`src/logic/fetch_pkg.sv`:
```
package fetch_pkg;

	////////////////////////////////////////
	// Widths
	////////////////////////////////////////
	localparam int XLEN        = 32;
	localparam int FETCH_WIDTH = 5;
	localparam int INST_BYTES  = 4;
	localparam int TMR_COPIES  = 3;

	// Sequential advance of a whole fetch group
	localparam int FETCH_STRIDE = FETCH_WIDTH * INST_BYTES;

	////////////////////////////////////////
	// Vector types
	////////////////////////////////////////
	typedef logic [XLEN-1:0]        addr_t;
	typedef logic [FETCH_WIDTH-1:0] slot_mask_t;
	typedef logic [TMR_COPIES-1:0]  copy_mask_t;
	typedef logic [1:0]             copy_sel_t;

	// Boot address
	localparam addr_t RESET_PC = 32'h8000_0000;

endpackage

```
`src/logic/fetch_addr_gen.sv`:
```
`timescale 1ns/1ps

module fetch_addr_gen import fetch_pkg::*; (
	input  logic       reset,
	input  logic       bubble_i,
	input  logic       misprediction_i,
	input  addr_t      pc_voted_i,
	input  addr_t      next_pc_i,
	input  slot_mask_t jump_i,
	input  slot_mask_t jalr_i,
	input  addr_t      imm_i        [FETCH_WIDTH],
	output addr_t      inst_addr_o  [FETCH_WIDTH],
	output addr_t      current_pc_o [FETCH_WIDTH],
	output addr_t      pc_save_o    [FETCH_WIDTH]
);

	addr_t fetch_base;
	addr_t link_val  [FETCH_WIDTH];
	addr_t auipc_val [FETCH_WIDTH];

	////////////////////////////////////////
	// Fetch group base address
	////////////////////////////////////////
	always_comb begin
		if (!reset) begin
			fetch_base = RESET_PC;
		end else if (misprediction_i || !bubble_i) begin
			// Look ahead to the address being loaded this edge
			fetch_base = next_pc_i;
		end else begin
			// Stalled, refetch the held group
			fetch_base = pc_voted_i;
		end
	end

	////////////////////////////////////////
	// Per-slot outputs
	////////////////////////////////////////
	genvar k;
	generate
		for (k = 0; k < FETCH_WIDTH; k++) begin : g_slot
			assign inst_addr_o[k]  = fetch_base + addr_t'(INST_BYTES * k);
			assign current_pc_o[k] = pc_voted_i + addr_t'(INST_BYTES * k);

			// Return address for JAL and JALR
			assign link_val[k] = current_pc_o[k] + addr_t'(INST_BYTES);

			// AUIPC result, low bits of the immediate dropped
			assign auipc_val[k] = current_pc_o[k] + {imm_i[k][XLEN-1:2], 2'b00};

			assign pc_save_o[k] = (jump_i[k] || jalr_i[k]) ? link_val[k] : auipc_val[k];
		end
	endgenerate

endmodule

```
`src/logic/pc_ctrl_top.sv`:
```
`timescale 1ns/1ps

module pc_ctrl_top import fetch_pkg::*; (
	input  logic       clk,
	input  logic       reset,
	input  logic       bubble_i,
	input  logic       misprediction_i,
	input  addr_t      correct_pc_i,
	input  slot_mask_t jump_i,
	input  slot_mask_t jalr_i,
	input  addr_t      imm_i [FETCH_WIDTH],
	input  logic       jalr_pred_valid_i,
	input  addr_t      jalr_pred_target_i,
	input  logic       secure_mode_i,
	input  logic       seu_inject_i,
	input  copy_sel_t  seu_copy_i,
	input  addr_t      seu_mask_i,
	output addr_t      inst_addr_o  [FETCH_WIDTH],
	output addr_t      current_pc_o [FETCH_WIDTH],
	output addr_t      pc_save_o    [FETCH_WIDTH],
	output logic       mismatch_o,
	output copy_mask_t copy_error_o,
	output logic       fatal_error_o
);

	addr_t pc_voted;
	addr_t next_pc;
	logic  redirect_valid;
	addr_t redirect_target;

	////////////////////////////////////////
	// Control-flow scan
	////////////////////////////////////////
	slot_redirect u_redirect (
		.pc_voted_i         (pc_voted),
		.jump_i             (jump_i),
		.jalr_i             (jalr_i),
		.imm_i              (imm_i),
		.jalr_pred_valid_i  (jalr_pred_valid_i),
		.jalr_pred_target_i (jalr_pred_target_i),
		.redirect_valid_o   (redirect_valid),
		.redirect_target_o  (redirect_target)
	);

	////////////////////////////////////////
	// Protected PC state
	////////////////////////////////////////
	pc_tmr_reg u_pc (
		.clk               (clk),
		.reset             (reset),
		.bubble_i          (bubble_i),
		.misprediction_i   (misprediction_i),
		.correct_pc_i      (correct_pc_i),
		.secure_mode_i     (secure_mode_i),
		.redirect_valid_i  (redirect_valid),
		.redirect_target_i (redirect_target),
		.seu_inject_i      (seu_inject_i),
		.seu_copy_i        (seu_copy_i),
		.seu_mask_i        (seu_mask_i),
		.pc_voted_o        (pc_voted),
		.next_pc_o         (next_pc),
		.mismatch_o        (mismatch_o),
		.copy_error_o      (copy_error_o),
		.fatal_error_o     (fatal_error_o)
	);

	// Fetch addresses and slot values
	fetch_addr_gen u_addr (
		.reset           (reset),
		.bubble_i        (bubble_i),
		.misprediction_i (misprediction_i),
		.pc_voted_i      (pc_voted),
		.next_pc_i       (next_pc),
		.jump_i          (jump_i),
		.jalr_i          (jalr_i),
		.imm_i           (imm_i),
		.inst_addr_o     (inst_addr_o),
		.current_pc_o    (current_pc_o),
		.pc_save_o       (pc_save_o)
	);

endmodule

```
`src/logic/pc_tmr_reg.sv`:
```
`timescale 1ns/1ps

module pc_tmr_reg import fetch_pkg::*; (
	input  logic       clk,
	input  logic       reset,
	input  logic       bubble_i,
	input  logic       misprediction_i,
	input  addr_t      correct_pc_i,
	input  logic       secure_mode_i,
	input  logic       redirect_valid_i,
	input  addr_t      redirect_target_i,
	input  logic       seu_inject_i,
	input  copy_sel_t  seu_copy_i,
	input  addr_t      seu_mask_i,
	output addr_t      pc_voted_o,
	output addr_t      next_pc_o,
	output logic       mismatch_o,
	output copy_mask_t copy_error_o,
	output logic       fatal_error_o
);

	addr_t pc_copy [TMR_COPIES];
	logic  advance;

	// Correction beats redirect, redirect beats stride
	assign next_pc_o = misprediction_i  ? correct_pc_i      :
	                   redirect_valid_i ? redirect_target_i :
	                   pc_voted_o + addr_t'(FETCH_STRIDE);

	// A correction goes through even while stalled
	assign advance = misprediction_i || !bubble_i;

	////////////////////////////////////////
	// Redundant PC copies
	////////////////////////////////////////
	always_ff @(posedge clk or negedge reset) begin
		if (!reset) begin
			for (int k = 0; k < TMR_COPIES; k++) begin
				pc_copy[k] <= RESET_PC;
			end
		end else if (advance) begin
			// Same value into every copy, heals any upset
			for (int k = 0; k < TMR_COPIES; k++) begin
				pc_copy[k] <= next_pc_o;
			end
		end else if (seu_inject_i) begin
			// Upset on the selected copy, others hold
			for (int k = 0; k < TMR_COPIES; k++) begin
				if (seu_copy_i == copy_sel_t'(k)) begin
					pc_copy[k] <= pc_copy[k] ^ seu_mask_i;
				end
			end
		end else if (secure_mode_i && mismatch_o) begin
			// Scrub while stalled
			for (int k = 0; k < TMR_COPIES; k++) begin
				pc_copy[k] <= pc_voted_o;
			end
		end
	end

	tmr_voter u_voter (
		.secure_mode_i (secure_mode_i),
		.copy_i        (pc_copy),
		.voted_o       (pc_voted_o),
		.mismatch_o    (mismatch_o),
		.copy_error_o  (copy_error_o),
		.fatal_error_o (fatal_error_o)
	);

endmodule

```
`src/logic/slot_redirect.sv`:
```
`timescale 1ns/1ps

module slot_redirect import fetch_pkg::*; (
	input  addr_t      pc_voted_i,
	input  slot_mask_t jump_i,
	input  slot_mask_t jalr_i,
	input  addr_t      imm_i [FETCH_WIDTH],
	input  logic       jalr_pred_valid_i,
	input  addr_t      jalr_pred_target_i,
	output logic       redirect_valid_o,
	output addr_t      redirect_target_o
);

	addr_t slot_pc     [FETCH_WIDTH];
	addr_t jal_target  [FETCH_WIDTH];
	addr_t jalr_target [FETCH_WIDTH];
	addr_t slot_target [FETCH_WIDTH];

	////////////////////////////////////////
	// Per-slot target candidates
	////////////////////////////////////////
	genvar k;
	generate
		for (k = 0; k < FETCH_WIDTH; k++) begin : g_slot
			// Slot PC is the group base plus the slot offset
			assign slot_pc[k] = pc_voted_i + addr_t'(INST_BYTES * k);

			// JAL target, immediate word aligned
			assign jal_target[k] = slot_pc[k] + {imm_i[k][XLEN-1:2], 2'b00};

			// JALR falls through when the predictor has nothing
			assign jalr_target[k] = jalr_pred_valid_i ? jalr_pred_target_i
			                                          : slot_pc[k] + addr_t'(INST_BYTES);

			// A slot flagged as both is treated as a jump
			assign slot_target[k] = jump_i[k] ? jal_target[k] : jalr_target[k];
		end
	endgenerate

	////////////////////////////////////////
	// Priority pick, lowest slot wins
	////////////////////////////////////////
	always_comb begin
		redirect_valid_o  = 1'b0;
		redirect_target_o = '0;
		// Walk from the top slot down so the lowest flagged slot overrides
		for (int i = FETCH_WIDTH - 1; i >= 0; i--) begin
			if (jump_i[i] || jalr_i[i]) begin
				redirect_valid_o  = 1'b1;
				redirect_target_o = slot_target[i];
			end
		end
	end

endmodule

```
`src/logic/tmr_voter.sv`:
```
`timescale 1ns/1ps

module tmr_voter import fetch_pkg::*; (
	input  logic       secure_mode_i,
	input  addr_t      copy_i [TMR_COPIES],
	output addr_t      voted_o,
	output logic       mismatch_o,
	output copy_mask_t copy_error_o,
	output logic       fatal_error_o
);

	addr_t      majority;
	copy_mask_t differs;
	logic       all_distinct;

	// Bitwise two-out-of-three
	assign majority = (copy_i[0] & copy_i[1]) |
	                  (copy_i[0] & copy_i[2]) |
	                  (copy_i[1] & copy_i[2]);

	genvar k;
	generate
		for (k = 0; k < TMR_COPIES; k++) begin : g_cmp
			assign differs[k] = (copy_i[k] != majority);
		end
	endgenerate

	// No two copies agree, the vote means nothing
	assign all_distinct = (copy_i[0] != copy_i[1]) &&
	                      (copy_i[0] != copy_i[2]) &&
	                      (copy_i[1] != copy_i[2]);

	////////////////////////////////////////
	// Mode select
	////////////////////////////////////////
	always_comb begin
		if (secure_mode_i) begin
			voted_o       = majority;
			copy_error_o  = differs;
			mismatch_o    = |differs;
			fatal_error_o = all_distinct;
		end else begin
			// Plain register behaviour, copy 0 only
			voted_o       = copy_i[0];
			copy_error_o  = '0;
			mismatch_o    = 1'b0;
			fatal_error_o = 1'b0;
		end
	end

endmodule

```
`config.mk`:
```
export PLATFORM = sky130hd
export DESIGN_NAME = pc_ctrl_top
export DESIGN_NICKNAME = d
export VERILOG_FILES = /design/src/logic/fetch_pkg.sv /design/src/logic/fetch_addr_gen.sv /design/src/logic/pc_ctrl_top.sv /design/src/logic/pc_tmr_reg.sv /design/src/logic/slot_redirect.sv /design/src/logic/tmr_voter.sv
export SDC_FILE = /design/constraint.sdc
export NUM_CORES = 2
export LEC_CHECK = 0
export BUFFER_PORTS_ARGS = -buffer_cell sky130_fd_sc_hd__buf_2
export CORE_AREA = 5 5 294 296
export CTS_CLUSTER_SIZE = 30
export DETAILED_ROUTE_END_ITERATION = 7
export DIE_AREA = 0 0 299 301
export PLACE_DENSITY = 0.65
export SYNTH_ARGS = -nofsm -noshare
export SYNTH_HDL_FRONTEND = slang
export SYNTH_SLANG_ARGS = --single-unit
export TNS_END_PERCENT = 20
```
`constraint.sdc`:
```
create_clock -name clk -period 12.05 [get_ports clk]
set_clock_uncertainty 0.1 [all_clocks]
set_input_delay 1.205 -clock clk [delete_from_list [all_inputs] [get_ports clk]]
set_output_delay 1.205 -clock clk [all_outputs]
set_load 0.02 [all_outputs]
```
==> impl_results.md <==
- Worst-path clk slew: 0.09 ns
- Wirelength per Cell: ~36 microns
- Critical path startpoint: secure_mode_i
- Placer Congestion: around 1.1
- Fin. Hold Viols: 0
- Post-DR vias/cell: between 6 and 7
- Seq pwr share: 7.9%
- Worst Slack Setup Final: between 0.5 and 0.6 ns
- Clk pwr share: 4.5%
- TritonCTS clock tree: built
- Avg Inst Size Synth: ~6.6 sq um
- Leakage power: between 0.015 and 0.02 uW
- Synthesized Nets: 5,256
- CP max stage cell: o21ai_0
- Clk Latency, worst-skew pair: approximately 0.4 ns
- Multi-input logic area: 27,000 sq um
- Worst Path Max Fanout: 66
- Starting density of the core: about 37%
- Critical Path End Type: output pin
- Synth unique cells: 109
- Main synth FF type: dfrtp_1
- Pin count of the biggest net entering global routing: between 80 and 90
- NumNets Final: approximately 6,000
- Cts bufs inserted: 9
- Synth top area cells: ha_1 10%, xnor2_1 7.7%, nand2_1 7.5%
- Filler cell count in the final layout: roughly 9,100
- F_max: 87.1 MHz
- Switch share: between 60 and 70%
- # IOs: 760
- Int Pwr: approximately 2300 uW
- Total number of H-tree levels: 3
- RSZ-0062 raised after global routing: false
- Core Box Area: roughly 83,000 sq um
- # DRC: 0
- GRT Residual Overflow: 0
- Total number of yosys warnings: 0
- Max-Cap Viols: 1
- Min-Delay Path Depth: 2
- Die Height: ~300 microns
- Die Width: 299 microns
- Post-route minimum period: approximately 11 ns
- PD cells: roughly 190 nW/um^2
- Place WS: 0.980 ns
- Fin crit share: around 95%
- Post-synth EDFFs: 0
- Critical path data arrival time: ~10 ns
- Routed vias: ~44,000
- Critical path data required time: between 10 and 15 ns
- Status: complete, but fails checks
- Register Area: ~2400 sq um
- Initial antenna violation count: 36
- Final setup viols: 0
- Switch Pwr: 4540 uW
- 1st-iter DRT viols: around 7,400
- Launching point of the worst reg2reg path: u_pc.pc_copy[67]
- Clock sink total: between 90 and 100
- Max reg flops: between 90 and 100
- First-pass GRT wire length: ~320 mm
- Worst-margin pin slew: roughly 1.5 ns
- Worst reg-to-reg path cell count: 26
- Hold Buf Count CTS: 0
- Setup_tns: 0 ns
- Gr usage total: between 40% and 50%
- Drt total wl: ~230 mm
- Slowest stage delay, CP: 0.62 ns
- Post-Synthesis Cells: approximately 4,700
- Synth Cell Area: approximately 31,000 sq um
- Biggest register: u_pc.pc_copy
- Worst Hold Class: flop to flop
- Combinational fraction of design power: between 80% and 90%
- Post-DP HPWL: 193 mm
- Asr flop ratio synth: 100%
- Synthesized flop and latch total: 96
- Bufs on Longest Clock Path: 2
- Clk root buf: clkbuf_16
- Failing checks: max-capacitance violations, max-slew violations
- Share of cells above drive strength 1: between 20% and 30%
- Worst slew margin: -1.75%
- Synth-to-Final Area Change: 17.7%
- Share of the synthesized area in the top cell type: about 10%
- Worst Min Path Start: u_pc.pc_copy[63]
- Worst setup SP type: primary input
- Post_cts resized: 0
- Vias in the first global route: approximately 40,000
- # Post-CTS Setup Buffers: 0
- Sequential area share after synthesis: 7.71%
- Antenna violation net count after detailed routing: 0
- Commonest cells post-synth: 627 x nand2_1, 421 x a21oi_1, 394 x nor2_1
- Post-synth top area cell: ha_1
- DIE AREA: between 80,000 and 90,000 sq um
- Maximum VDD drop: between 0.15 and 0.2 mV
- FP Rows: ~110
- # port buffers: ~750
- Top-count cell post-synth: nand2_1
- Max Slew Vio Count: 9
- Worst Setup Path Type: primary input to output pin
- DRT Pass-1 Iters: 8
- Biggest regs: u_pc.pc_copy x96
[stage by stage]
step / util, % / cells / cell area (sq um) / total power [uW] / hold slack (ns)
floorplan: - / 4720 / 31200 / 3860 / 0.416
global placement: 43.7 / 6418 / 36400 / 6210 / 0.432
detailed placement: 43.7 / 6418 / 36400 / 6210 / 0.438
CTS: 44.0 / 6434 / 36700 / 6540 / 0.452
global route: 44.0 / 6437 / 36700 / 6990 / 0.487
finish: 44.1 / 6459 / 36700 / 6800 / 0.457
[logic make-up (layout without fill, tap and decap cells)]
logic type	after synthesis	count (layout)	share of synthesized area (%)
AND/OR/NAND/NOR	1920	1920	30.3
adder cells (fa/ha/maj)	262	262	10.6
other	0	25	0
multiplexers	40	40	1.31
XOR/XNOR	470	470	13.2
buffers and inverters	444	1078	6.07
AO/OA/AOI/OAI	1488	1488	30.7
flip-flops	96	96	7.71
[final timing paths]
kind | to | slack, ns
min in group asynchronous | u_pc.pc_copy[51] | 0.73
max reg2reg | u_pc.pc_copy[91] | 3.29
min | u_pc.pc_copy[63] | 0.46
max | inst_addr_o[50] | 0.57
max in group asynchronous | u_pc.pc_copy[39] | 10.00
min reg2reg | u_pc.pc_copy[63] | 0.46
[area by class of cell]
| class | count | area share (%) |
|---|---|---|
| Tap cell | 1080 | 3.68 |
| Sequential cell | 96 | 6.55 |
| Timing Repair Buffer | 926 | 13.9 |
| Clock inverter | 6 | 0.140 |
| Clock buffer | 10 | 0.623 |
| Inverter | 136 | 1.39 |
| Multi-Input combinational cell | 4180 | 73.6 |
| Antenna cell | 25 | 0.170 |
[power by group through the flow]
stage	Combinational (uW)	Sequential [uW]	Clock (uW)
after global placement	5680	536	0
after global routing	6120	550	320
final	5950	541	305
after CTS	5700	534	307
after floorplan	3370	493	0
after detailed placement	5670	540	0
[worst max-delay path, delay by kind of cell]
family / cells / cell delay, ns
AOI/OAI and AO/OA: 9 / 3.10
adders and majority gates: 3 / 1.11
buffers and inverters: 8 / 1.89
xor gates and xnor gates: 2 / 0.50
and+or+nand+nor: 8 / 2.32
[cells in the final DEF, fill, tap and decap left out, types with 58 or more instances in the layout]
cell,instances
inv_1,120
nand4_1,131
nand3_1,199
o31ai_1,63
buf_2,746
xor2_1,193
a31oi_1,101
a21oi_1,419
dfrtp_1,93
buf_4,179
a21o_1,85
ha_1,256
o21ai_0,332
nor2_1,386
nor3_1,144
a211oi_1,58
xnor2_1,276
nand2_1,627
nor4_1,78
[per-layer routing]
metal / wire length [microns] / share of wire [%] / GRT usage [%] / vias to the layer above
met1: 89400 / 38 / 63.7 / 21200
met5: 193 / 0.083 / 0 / -
met3: 33300 / 14 / 15.2 / 771
met2: 94000 / 40 / 70.3 / 3597
li1: - / - / - / 18800
met4: 16800 / 7.2 / 26.4 / 26
(Power assumes the default switching activity.)
